===== src/hw/ntsc_params.svh =====
`ifndef NTSC_PARAMS_SVH
`define NTSC_PARAMS_SVH

//////////////////////////////////////////////////
// Stream format
//////////////////////////////////////////////////

// One 10-bit word per line clock
`define CCIR_W          10

// Timing reference preamble, 3FF 000 000 XY
`define CODE_FF         10'h3FF
`define CODE_00         10'h000

// XY words for field bit 0
`define XY_SAV_F1       10'h200
`define XY_EAV_F1       10'h274
`define XY_SAV_VBI_F1   10'h2AC
`define XY_EAV_VBI_F1   10'h2D8

// XY words for field bit 1
`define XY_SAV_F2       10'h31C
`define XY_EAV_F2       10'h368
`define XY_SAV_VBI_F2   10'h3B0
`define XY_EAV_VBI_F2   10'h3C4

// Field, vertical and horizontal bits inside XY
`define XY_F_BIT        8
`define XY_V_BIT        7
`define XY_H_BIT        6

//////////////////////////////////////////////////
// Raster and pixel sizes
//////////////////////////////////////////////////

`define COL_W           10
`define LINE_W          9

// Active window, lines 25..504 and the first 640 columns
`define ACTIVE_COLS     10'd640
`define FIRST_LINE      9'd25
`define END_LINE        9'd505

// Interlaced, so each field advances two frame lines
`define LINE_STEP       9'd2

// Truncated pixel, 8-bit luma and 5-bit chroma
`define PIX_Y_W         8
`define PIX_C_W         5

`endif


===== src/hw/ntsc_pkg.sv =====
`include "ntsc_params.svh"

package ntsc_pkg;

   //////////////////////////////////////////////////
   // Decoder FSM states
   //////////////////////////////////////////////////

   // SYNC_x walk the preamble, Fn_* walk Cb Y Cr Y per field
   typedef enum logic [3:0]
   {
      SYNC_1,
      SYNC_2,
      SYNC_3,
      F1_CB,
      F1_Y0,
      F1_CR,
      F1_Y1,
      F2_CB,
      F2_Y0,
      F2_CR,
      F2_Y1
   } sync_state_t;

   // Full precision sample, luma in the top bits
   typedef struct packed
   {
      logic [`CCIR_W-1:0] y;
      logic [`CCIR_W-1:0] cr;
      logic [`CCIR_W-1:0] cb;
   } ycrcb_t;

   // f is a level, v and h are single cycle pulses
   typedef struct packed
   {
      logic f;
      logic v;
      logic h;
   } vid_timing_t;

   // 8/5/5 truncated pixel
   typedef struct packed
   {
      logic [`PIX_Y_W-1:0] y8;
      logic [`PIX_C_W-1:0] cr5;
      logic [`PIX_C_W-1:0] cb5;
   } pixel18_t;

   // Two pixels tagged with the column of pix1 and the window-relative line
   typedef struct packed
   {
      pixel18_t           pix0;
      pixel18_t           pix1;
      logic [`COL_W-1:0]  col;
      logic [`LINE_W-1:0] line;
   } pair_word_t;

endpackage


===== src/hw/ccir656_sync_fsm.sv =====
`timescale 1ns/100ps
`include "ntsc_params.svh"

module ccir656_sync_fsm
(
   input  logic                  clk,
   input  logic                  reset,
   input  logic [`CCIR_W-1:0]    i_video,
   output logic                  o_y_en,
   output logic                  o_cr_en,
   output logic                  o_cb_en,
   output ntsc_pkg::vid_timing_t o_timing
);
   import ntsc_pkg::*;

   sync_state_t state;
   sync_state_t state_nxt;
   logic        is_ff;
   logic        xy_known;
   logic        xy_hit;
   logic        field;

   // A 3FF inside the sample run means a new preamble has begun
   assign is_ff = (i_video == `CODE_FF);

   // Only the eight legal XY words count as timing codes
   always_comb
   begin
      case (i_video)
         `XY_SAV_F1, `XY_EAV_F1, `XY_SAV_VBI_F1, `XY_EAV_VBI_F1,
         `XY_SAV_F2, `XY_EAV_F2, `XY_SAV_VBI_F2, `XY_EAV_VBI_F2:
            xy_known = 1'b1;
         default:
            xy_known = 1'b0;
      endcase
   end

   assign xy_hit = (state == SYNC_3) && xy_known;

   //////////////////////////////////////////////////
   // Next state
   //////////////////////////////////////////////////

   always_comb
   begin
      state_nxt = SYNC_1;
      case (state)
         // SYNC_1 also absorbs the 3FF itself, waits for two zeros
         SYNC_1: state_nxt = (i_video == `CODE_00) ? SYNC_2 : SYNC_1;
         SYNC_2: state_nxt = (i_video == `CODE_00) ? SYNC_3 : SYNC_1;
         SYNC_3:
         begin
            // EAV and VBI codes carry no samples, back to hunting
            case (i_video)
               `XY_SAV_F1: state_nxt = F1_CB;
               `XY_SAV_F2: state_nxt = F2_CB;
               default:    state_nxt = SYNC_1;
            endcase
         end
         F1_CB:   state_nxt = is_ff ? SYNC_1 : F1_Y0;
         F1_Y0:   state_nxt = is_ff ? SYNC_1 : F1_CR;
         F1_CR:   state_nxt = is_ff ? SYNC_1 : F1_Y1;
         F1_Y1:   state_nxt = is_ff ? SYNC_1 : F1_CB;
         F2_CB:   state_nxt = is_ff ? SYNC_1 : F2_Y0;
         F2_Y0:   state_nxt = is_ff ? SYNC_1 : F2_CR;
         F2_CR:   state_nxt = is_ff ? SYNC_1 : F2_Y1;
         F2_Y1:   state_nxt = is_ff ? SYNC_1 : F2_CB;
         default: state_nxt = SYNC_1;
      endcase
   end

   // State register and field level
   always_ff @(posedge clk)
   begin
      if (reset)
      begin
         state <= SYNC_1;
         field <= 1'b0;
      end
      else
      begin
         state <= state_nxt;
         if (xy_hit)
         begin
            field <= i_video[`XY_F_BIT];
         end
      end
   end

   //////////////////////////////////////////////////
   // Component strobes and timing pulses
   //////////////////////////////////////////////////

   // Strobe follows the current word, suppressed on an abort
   assign o_cb_en = ((state == F1_CB) || (state == F2_CB)) && !is_ff;
   assign o_cr_en = ((state == F1_CR) || (state == F2_CR)) && !is_ff;
   assign o_y_en  = ((state == F1_Y0) || (state == F1_Y1) ||
                     (state == F2_Y0) || (state == F2_Y1)) && !is_ff;

   // v and h are live only during a recognised XY word
   always_comb
   begin
      o_timing.f = field;
      o_timing.v = xy_hit && i_video[`XY_V_BIT];
      o_timing.h = xy_hit && i_video[`XY_H_BIT];
   end

endmodule


===== src/hw/ntsc_capture_top.sv =====
`timescale 1ns/100ps
`include "ntsc_params.svh"

module ntsc_capture_top
(
   input  logic                 clk,
   input  logic                 reset,
   input  logic [`CCIR_W-1:0]   i_video,
   output ntsc_pkg::pair_word_t o_pair,
   output logic                 o_pair_valid,
   output logic                 o_frame_start
);
   import ntsc_pkg::*;

   // Decoder to capture strobes
   logic                y_en;
   logic                cr_en;
   logic                cb_en;
   vid_timing_t         timing;
   // Assembled sample and raster position
   ycrcb_t              sample;
   logic                sample_valid;
   logic [`COL_W-1:0]   raster_col;
   logic [`LINE_W-1:0]  raster_line;

   //////////////////////////////////////////////////
   // Decode, capture, count, pack
   //////////////////////////////////////////////////

   ccir656_sync_fsm u_sync
   (
      .clk      (clk),
      .reset    (reset),
      .i_video  (i_video),
      .o_y_en   (y_en),
      .o_cr_en  (cr_en),
      .o_cb_en  (cb_en),
      .o_timing (timing)
   );

   ycrcb_capture u_capture
   (
      .clk            (clk),
      .reset          (reset),
      .i_y_en         (y_en),
      .i_cr_en        (cr_en),
      .i_cb_en        (cb_en),
      .i_video        (i_video),
      .o_sample       (sample),
      .o_sample_valid (sample_valid)
   );

   raster_counter u_raster
   (
      .clk            (clk),
      .reset          (reset),
      .i_timing       (timing),
      .i_sample_valid (sample_valid),
      .o_col          (raster_col),
      .o_line         (raster_line),
      .o_frame_start  (o_frame_start)
   );

   // Line end is the raw h pulse
   pixel_pair_packer u_packer
   (
      .clk            (clk),
      .reset          (reset),
      .i_sample       (sample),
      .i_sample_valid (sample_valid),
      .i_col          (raster_col),
      .i_line         (raster_line),
      .i_line_end     (timing.h),
      .o_pair         (o_pair),
      .o_pair_valid   (o_pair_valid)
   );

endmodule


===== src/hw/pixel_pair_packer.sv =====
`timescale 1ns/100ps
`include "ntsc_params.svh"

module pixel_pair_packer
(
   input  logic                 clk,
   input  logic                 reset,
   input  ntsc_pkg::ycrcb_t     i_sample,
   input  logic                 i_sample_valid,
   input  logic [`COL_W-1:0]    i_col,
   input  logic [`LINE_W-1:0]   i_line,
   input  logic                 i_line_end,
   output ntsc_pkg::pair_word_t o_pair,
   output logic                 o_pair_valid
);
   import ntsc_pkg::*;

   logic     in_window;
   logic     take;
   logic     phase;
   pixel18_t pix_now;
   pixel18_t pix_first;

   // Keep the top bits of each component
   function automatic pixel18_t trunc_pixel(input ycrcb_t s);
      pixel18_t p;
      p.y8  = s.y[`CCIR_W-1 -: `PIX_Y_W];
      p.cr5 = s.cr[`CCIR_W-1 -: `PIX_C_W];
      p.cb5 = s.cb[`CCIR_W-1 -: `PIX_C_W];
      return p;
   endfunction

   // Visible area only, blanking and overscan are dropped
   assign in_window = (i_line >= `FIRST_LINE) && (i_line < `END_LINE) &&
                      (i_col < `ACTIVE_COLS);
   assign take      = i_sample_valid && in_window;
   assign pix_now   = trunc_pixel(i_sample);

   //////////////////////////////////////////////////
   // Pair phase and output strobe
   //////////////////////////////////////////////////

   always_ff @(posedge clk)
   begin
      if (reset)
      begin
         phase        <= 1'b0;
         o_pair_valid <= 1'b0;
      end
      else
      begin
         o_pair_valid <= take && phase;
         // Each line starts on an even pixel
         if (i_line_end)
         begin
            phase <= 1'b0;
         end
         else if (take)
         begin
            phase <= ~phase;
         end
      end
   end

   // First pixel parks here, the second builds the word
   always_ff @(posedge clk)
   begin
      if (take && !phase)
      begin
         pix_first <= pix_now;
      end
      if (take && phase)
      begin
         o_pair.pix0 <= pix_first;
         o_pair.pix1 <= pix_now;
         o_pair.col  <= i_col;
         o_pair.line <= i_line - `FIRST_LINE;
      end
   end

endmodule


===== src/hw/raster_counter.sv =====
`timescale 1ns/100ps
`include "ntsc_params.svh"

module raster_counter
(
   input  logic                  clk,
   input  logic                  reset,
   input  ntsc_pkg::vid_timing_t i_timing,
   input  logic                  i_sample_valid,
   output logic [`COL_W-1:0]     o_col,
   output logic [`LINE_W-1:0]    o_line,
   output logic                  o_frame_start
);

   // v pulse delayed one cycle, f has taken the new field bit by then
   logic v_q;
   // Frame marker may fire, cleared once it has
   logic armed;

   always_ff @(posedge clk)
   begin
      if (reset)
      begin
         v_q <= 1'b0;
      end
      else
      begin
         v_q <= i_timing.v;
      end
   end

   //////////////////////////////////////////////////
   // Column and line counters
   //////////////////////////////////////////////////

   always_ff @(posedge clk)
   begin
      if (reset)
      begin
         o_col  <= '0;
         o_line <= '0;
      end
      else if (v_q)
      begin
         // Field start, line parity comes from the field bit
         o_col  <= '0;
         o_line <= {{(`LINE_W-1){1'b0}}, i_timing.f};
      end
      else if (i_timing.h && !i_timing.v)
      begin
         // Line end, skip over the other field's line
         o_col  <= '0;
         o_line <= o_line + `LINE_STEP;
      end
      else if (i_timing.h || i_timing.v)
      begin
         // v wins on EAV_VBI, line is reloaded next cycle
         o_col <= '0;
      end
      else if (i_sample_valid)
      begin
         o_col <= o_col + 1'b1;
      end
   end

   //////////////////////////////////////////////////
   // Frame start marker
   //////////////////////////////////////////////////

   // First vertical code with f set, one cycle after the XY word
   assign o_frame_start = v_q && i_timing.f && armed;

   always_ff @(posedge clk)
   begin
      if (reset)
      begin
         armed <= 1'b1;
      end
      else if (o_frame_start)
      begin
         armed <= 1'b0;
      end
      else if (!i_timing.f)
      begin
         // Any code with f clear re-arms
         armed <= 1'b1;
      end
   end

endmodule


===== src/hw/ycrcb_capture.sv =====
`timescale 1ns/100ps
`include "ntsc_params.svh"

module ycrcb_capture
(
   input  logic                clk,
   input  logic                reset,
   input  logic                i_y_en,
   input  logic                i_cr_en,
   input  logic                i_cb_en,
   input  logic [`CCIR_W-1:0]  i_video,
   output ntsc_pkg::ycrcb_t    o_sample,
   output logic                o_sample_valid
);

   // Component holding registers
   // Cb and Cr stay put across both Y words of a pair
   always_ff @(posedge clk)
   begin
      if (i_y_en)
      begin
         o_sample.y <= i_video;
      end
      if (i_cr_en)
      begin
         o_sample.cr <= i_video;
      end
      if (i_cb_en)
      begin
         o_sample.cb <= i_video;
      end
   end

   // Valid lines up with the freshly loaded Y
   always_ff @(posedge clk)
   begin
      if (reset)
      begin
         o_sample_valid <= 1'b0;
      end
      else
      begin
         o_sample_valid <= i_y_en;
      end
   end

endmodule


===== config.mk =====
export PLATFORM = sky130hd
export DESIGN_NAME = ntsc_capture_top
export DESIGN_NICKNAME = d
export VERILOG_FILES = /design/src/hw/ntsc_pkg.sv /design/src/hw/ccir656_sync_fsm.sv /design/src/hw/ntsc_capture_top.sv /design/src/hw/pixel_pair_packer.sv /design/src/hw/raster_counter.sv /design/src/hw/ycrcb_capture.sv
export VERILOG_INCLUDE_DIRS = /design/src /design/src/hw
export SDC_FILE = /design/constraint.sdc
export NUM_CORES = 1
export LEC_CHECK = 0
export CAP_MARGIN = 20
export CORE_MARGIN = 2
export CORE_UTILIZATION = 45
export CTS_CLUSTER_DIAMETER = 150
export DETAILED_ROUTE_END_ITERATION = 8
export DONT_BUFFER_PORTS = 1
export PLACE_DENSITY = 0.73
export RECOVER_POWER = 25
export SYNTH_ARGS = -nofsm -noshare
export SYNTH_HDL_FRONTEND = slang
export SYNTH_SLANG_ARGS = --single-unit

===== constraint.sdc =====
create_clock -name clk -period 3.15 [get_ports clk]
set_clock_uncertainty 0.2 [all_clocks]
set_input_delay 0.1575 -clock clk [delete_from_list [all_inputs] [get_ports clk]]
set_output_delay 0.1575 -clock clk [all_outputs]
set_load 0.03 [all_outputs]

Word level (Yosys, flattened, before mapping)
Cells that the tools add are included.

word-level totals
  word-level logic and storage cells = 98
  bits of input ports = 12
  register bits = 132
  output and inout port bits = 57

cells by class
  eq/ne operators = 20
  reduce and logical (&&, ||, !) cells = 30
  $add $sub $neg = 3
  bitwise logic cells = 1
  mux-type cells = 17
  magnitude comparators = 3

operator list
  operator                                                            count
  == test 10 bit (second input constant)                              9
  case mux 4 bit (11 select lines)                                    1
  == test 4 x 3 -> 1 bit (second input constant)                      4
  logical AND 1 bit                                                   14
  == test 4 bit (second input constant)                               3
  two-way mux 3 bit                                                   4
  two-way mux 4 bit                                                   3
  adder 10 x 1 -> 10 bit (second input constant)                      1
  logical NOT 10 bit                                                  1
  < comparator 10 bit (second input constant)                         1
  adder 9 x 2 -> 9 bit (second input constant)                        1
  greater-or-equal comparator 9 x 5 -> 1 bit (second input constant)  1
  < comparator 9 bit (second input constant)                          1
  subtractor 9 x 5 -> 9 bit (second input constant)                   1
  == test 4 x 2 -> 1 bit (second input constant)                      2
  OR reduction 8 bit                                                  1
  logical OR 1 bit                                                    6
  two-way mux 1 bit                                                   6
  case mux 3 bit (2 select lines)                                     1
  == test 4 x 1 -> 1 bit (second input constant)                      1
  logical NOT 4 bit                                                   1
  two-way mux 2 bit                                                   2
  OR reduction 2 bit                                                  2
  OR reduction 4 bit                                                  1
  other kinds (4)                                                     6

Longest topological paths before layout
  depth in word-level cells = 9
  gate-level depth with buffers = 8
  depth with buffers taken out = 7

Hierarchy
Synthesis repeated with hierarchy kept, for this count alone.

second synthesis, totals
  cell total of the unflattened synthesis = 311
  area total of the unflattened synthesis = 4,927.2 sq um

by module, submodules not included
  module             area each (sq um)  cells each  times used
  pixel_pair_packer  2,482.4            111         1
  raster_counter     953.4              99          1
  ycrcb_capture      934.6              32          1
  ccir656_sync_fsm   556.8              69          1

Worst setup path after synthesis
OpenSTA, ideal clock, no wires.

  path kind = register to register
  start = reg u_raster.o_line[2]
  end = reg u_packer.o_pair[0] (netlist name)
  cell stages (with the launch flop) = 7
  slack = -0.290 ns
  required time = 2.531 ns
  arrival = 2.822 ns
  cells stage by stage = dfxtp_1 inv_1 ha_1 a21boi_0 nor2_1 a311oi_1 and2_1

between the ends
  cells in the longest elaborated chain, start to end = 5
  elaborated cells between the ends (all ways) = 6
  classes of those cells = order compare: 2; reduce/logical: 4

RTL lines
  element                                                                                     line                     source
  start, declared                                                                             raster_counter.sv:11     output logic [`LINE_W-1:0] o_line,
  start signal, assigned                                                                      raster_counter.sv:47     o_line <= {{(`LINE_W-1){1'b0}}, i_timing.f};
  start signal, assigned                                                                      raster_counter.sv:53     o_line <= o_line + `LINE_STEP;
  greater-or-equal comparator 9 x 5 -> 1 bit (no line) or < comparator 9 bit (tied branches)  -
  logical AND 1 bit (*) (2 in a row)                                                          pixel_pair_packer.sv:34  assign in_window = (i_line >= `FIRST_LINE) && (i_line < `END_LINE) &&
  logical AND 1 bit (*)                                                                       pixel_pair_packer.sv:36  assign take = i_sample_valid && in_window;
  logical AND 1 bit (*)                                                                       pixel_pair_packer.sv:72  if (take && phase)

Every way passes the cells marked *; elsewhere a longest branch is shown, timed or not.
A chain may end at the register's enable or synchronous reset.

Worst setup path in the final report
  start = in i_video[6]
  end = reg u_sync.state[0]

between the ends
  cells in the longest elaborated chain, start to end = 3
  elaborated cells between the ends (all ways) = 11
  classes of those cells = eq/ne: 3; mux: 7; reduce/logical: 1

RTL lines
  element                                                        line                    source
  start, declared                                                ntsc_capture_top.sv:8   input logic [`CCIR_W-1:0] i_video,
  == test 10 bit, or another cell as far along                   ccir656_sync_fsm.sv:54  case (i_video)
  case mux 3 bit (2 select lines), or another cell as far along  ccir656_sync_fsm.sv:54
  case mux 4 bit (11 select lines) (*)                           ccir656_sync_fsm.sv:47  case (state)
  end signal, assigned                                           ccir656_sync_fsm.sv:82  state <= state_nxt;
  end, declared                                                  ccir656_sync_fsm.sv:16  sync_state_t state;

Marks and branches as above.

==> run summary <==
Min-Delay Path Class = input port to register
critical path startpoint category = input port
dpl hpwl = 4.92 mm
worst-path fanout max = 8
Layout Nets = 351
Via Count = 2,565
Post-DRT Antenna Nets = 0
gpl congestion = 0.885
Cells after Synth = 308
Final Hold Fails = 1
vias in the first global route = 2,575
Final Setup Violations = 0
share of post-route cells with drive strength above 1 = 13.6%
first-pass GRT wire length = 13.5 mm
flip-flop and latch count after synthesis = 120
die area = 0.0110 mm²
Die Y-Extent = 105 µm
Yosys cell types = 51
worst slew pin tran = 0.714 ns
final wirelength = 8.33 mm
post-synth net total = 326
failing checks = negative hold slack
clock root buffer = clkbuf_8
status = complete, but fails checks
total power = 0.00359 W
vias per cell = 5.35
Primary FF master, synth = edfxtp_1
n_diodes = 0
most numerous cell in the Yosys netlist = edfxtp_1
IO Port Bufs = 0
most instantiated cells after synthesis = edfxtp_1 (91), dfxtp_1 (29), nor3_1 (18)
clk sinks = 120
row count = 36
top cell type's share of synthesized area = 59.9%
area growth from synthesis to layout = 19.6%
crit path DAT = 3.26 ns
CTS Buffer Depth = 2
# IOs = 69
FMAX = 332 MHz
DRC Markers = 0
Post-CTS Setup Bufs = 0
CTS tree = done
Worst Hold Slack = -0.00482 ns
Pleak = 1.72 nW
Post-synth ARST share = 0%
Total GRT Usage = 16.3%
Synth area leader = edfxtp_1
Post-synth EDFFs = 91
CP required = 3.40 ns
Tcrit/Tclk final = 95.7%
Congestion Overflow GR = 0
antenna violations before repair = 0
critical path endpoint category = register
relative slew slack = 52.0%
RSZ-0062 raised after global routing = no
CTS Buf Count = 17
htree depth = 4
Crit Path Category = input port to register
1st-pass router iterations = 4
fill count = 797
Synth Warn # = 0
Clock Pin Slew Worst Setup and Hold Paths = 0.06 ns
number of DRC markers in iteration 0 = 199
register area share after synthesis = 72.7%
largest cells by area after synthesis = edfxtp_1 (60%), dfxtp_1 (13%), xnor2_1 (2.3%), nor3_1 (2.0%), ha_1 (1.6%)
maxcap violations = 0
Clock Latency Late Sink = 0.52 ns
Syn Area/Cell = 14.8 µm²
Die W = 105 µm
pin count of the biggest net entering global routing = 57
P per Cell Area = 658 mW/mm²
initial core utilization = 46.4%
Slew Viols, Final = 0
minimum clock period after layout = 3.02 ns
wire length per cell = 17.4 µm
Max VDD drop = 350 µV
final setup TNS = 0 ns
core area = 0.00982 mm²
synthesized area = 0.00456 mm²
Util after Layout = 55.6%
flip-flops by register name (all words and copies together) (netlist names):
name and count:
u_capture.o_sample 18, u_capture.o_sample_valid 1, u_packer.o_pair 55, u_packer.o_pair_valid 1, u_packer.phase 1, u_packer.pix_first 18
u_raster.armed 1, u_raster.o_col 10, u_raster.o_line 9, u_raster.v_q 1, u_sync.field 1, u_sync.state 4
cells by family after synthesis:
kind of cell               synth area share [%]
and+or+nand+nor                            13.7
adders and majority gates                  1.65
muxes                                     0.659
xor gates and xnor gates                   3.46
buffers and inverters                      2.17
AOI/OAI and AO/OA                          5.71
DFF                                        72.7
layout make-up:
class,instances,area (µm²),area share [%]
timing repair buffer,20,208,3.81
sequential,120,3310,60.7
inverter,8,30.0,0.550
multi-input combinational,166,1160,21.2
clock buffer,17,414,7.59
clock inverter,15,168,3.07
tap,133,166,3.05
power breakdown:
part | leakage, nW | total (W) | switching, W | internal (W)
logic | 0.389 | 0.0000452 | 0.0000251 | 0.0000201
clock network | 0.274 | 0.00186 | 0.000722 | 0.00114
registers | 1.06 | 0.00168 | 0.0000000203 | 0.00168
total | 1.72 | 0.00359 | 0.000747 | 0.00284
placed cells by master, fill, tap and decap left out, drive strengths merged, types with 5 or more instances in the layout:
master | synthesis | routed
a21oi | 12 | 12
and3 | 5 | 5
and4bb | 5 | 5
clkbuf | 7 | 17
dfxtp | 29 | 29
dlygate4sd3 | 0 | 18
edfxtp | 91 | 91
ha | 6 | 6
inv | 8 | 13
nand2 | 11 | 11
nand3 | 6 | 6
nand4 | 6 | 6
nor2 | 12 | 12
nor2b | 5 | 5
nor3 | 20 | 20
o21ai | 6 | 6
o31ai | 7 | 7
or4 | 6 | 6
xnor2 | 12 | 12
xor2 | 6 | 6
through the flow:
step | setup slack, ns | cells | hold slack [ns] | cell area, µm²
floorplan | 0.210 | 308 | 0.0564 | 4560
global placement | 0.507 | 429 | 0.0308 | 4690
detailed placement | 0.462 | 429 | 0.0334 | 4690
CTS | 0.234 | 479 | 0.00416 | 5450
global route | 0.0258 | 479 | 0.0536 | 5460
finish | 0.135 | 479 | -0.00482 | 5460
critical path, cell delays in order:
cell           delay [ns]
dlygate4sd3_1        0.71
nor3_2               0.20
dlygate4sd3_1        0.61
nand4_1              0.08
dlygate4sd3_1        0.59
o21ai_0              0.15
dlygate4sd3_1        0.57
a21oi_1              0.07
nor3_1               0.11
worst paths after layout:
| check | from | to | slack, ns | cells after the start |
|---|---|---|---|---|
| max | i_video[6] | u_sync.state[0]$_SDFF_PP0_ | 0.13 | 9 |
| min | i_video[8] | u_sync.state[1]$_SDFF_PP0_ | -0.005 | 4 |
| max reg2reg | u_raster.o_line[2]$_SDFFE_PP0P_ | u_packer.o_pair[6]$_DFFE_PP_ | 0.42 | 7 |
| min reg2reg | u_packer.pix_first[11]$_DFFE_PP_ | u_packer.o_pair[48]$_DFFE_PP_ | 0.21 | 0 |
routing by layer:
layer | track usage (%) | routed length (µm) | up-vias
li1 | - | - | 1225
met3 | 6.24 | 472 | 14
met2 | 26.0 | 4130 | 79
met1 | 19.5 | 3560 | 1247
met5 | 0 | 0 | -
met4 | 8.19 | 169 | 0
repair_timing:
| item | 4_1_cts | 5_1_grt |
|---|---|---|
| hold endpoints to repair | 47 | 0 |
| hold buffers | 18 | 0 |
| resized for setup | 0 | 1 |
| endpoints found under the setup margin | 0 | 1 |
No activity file was read; power rests on OpenSTA's default activity.
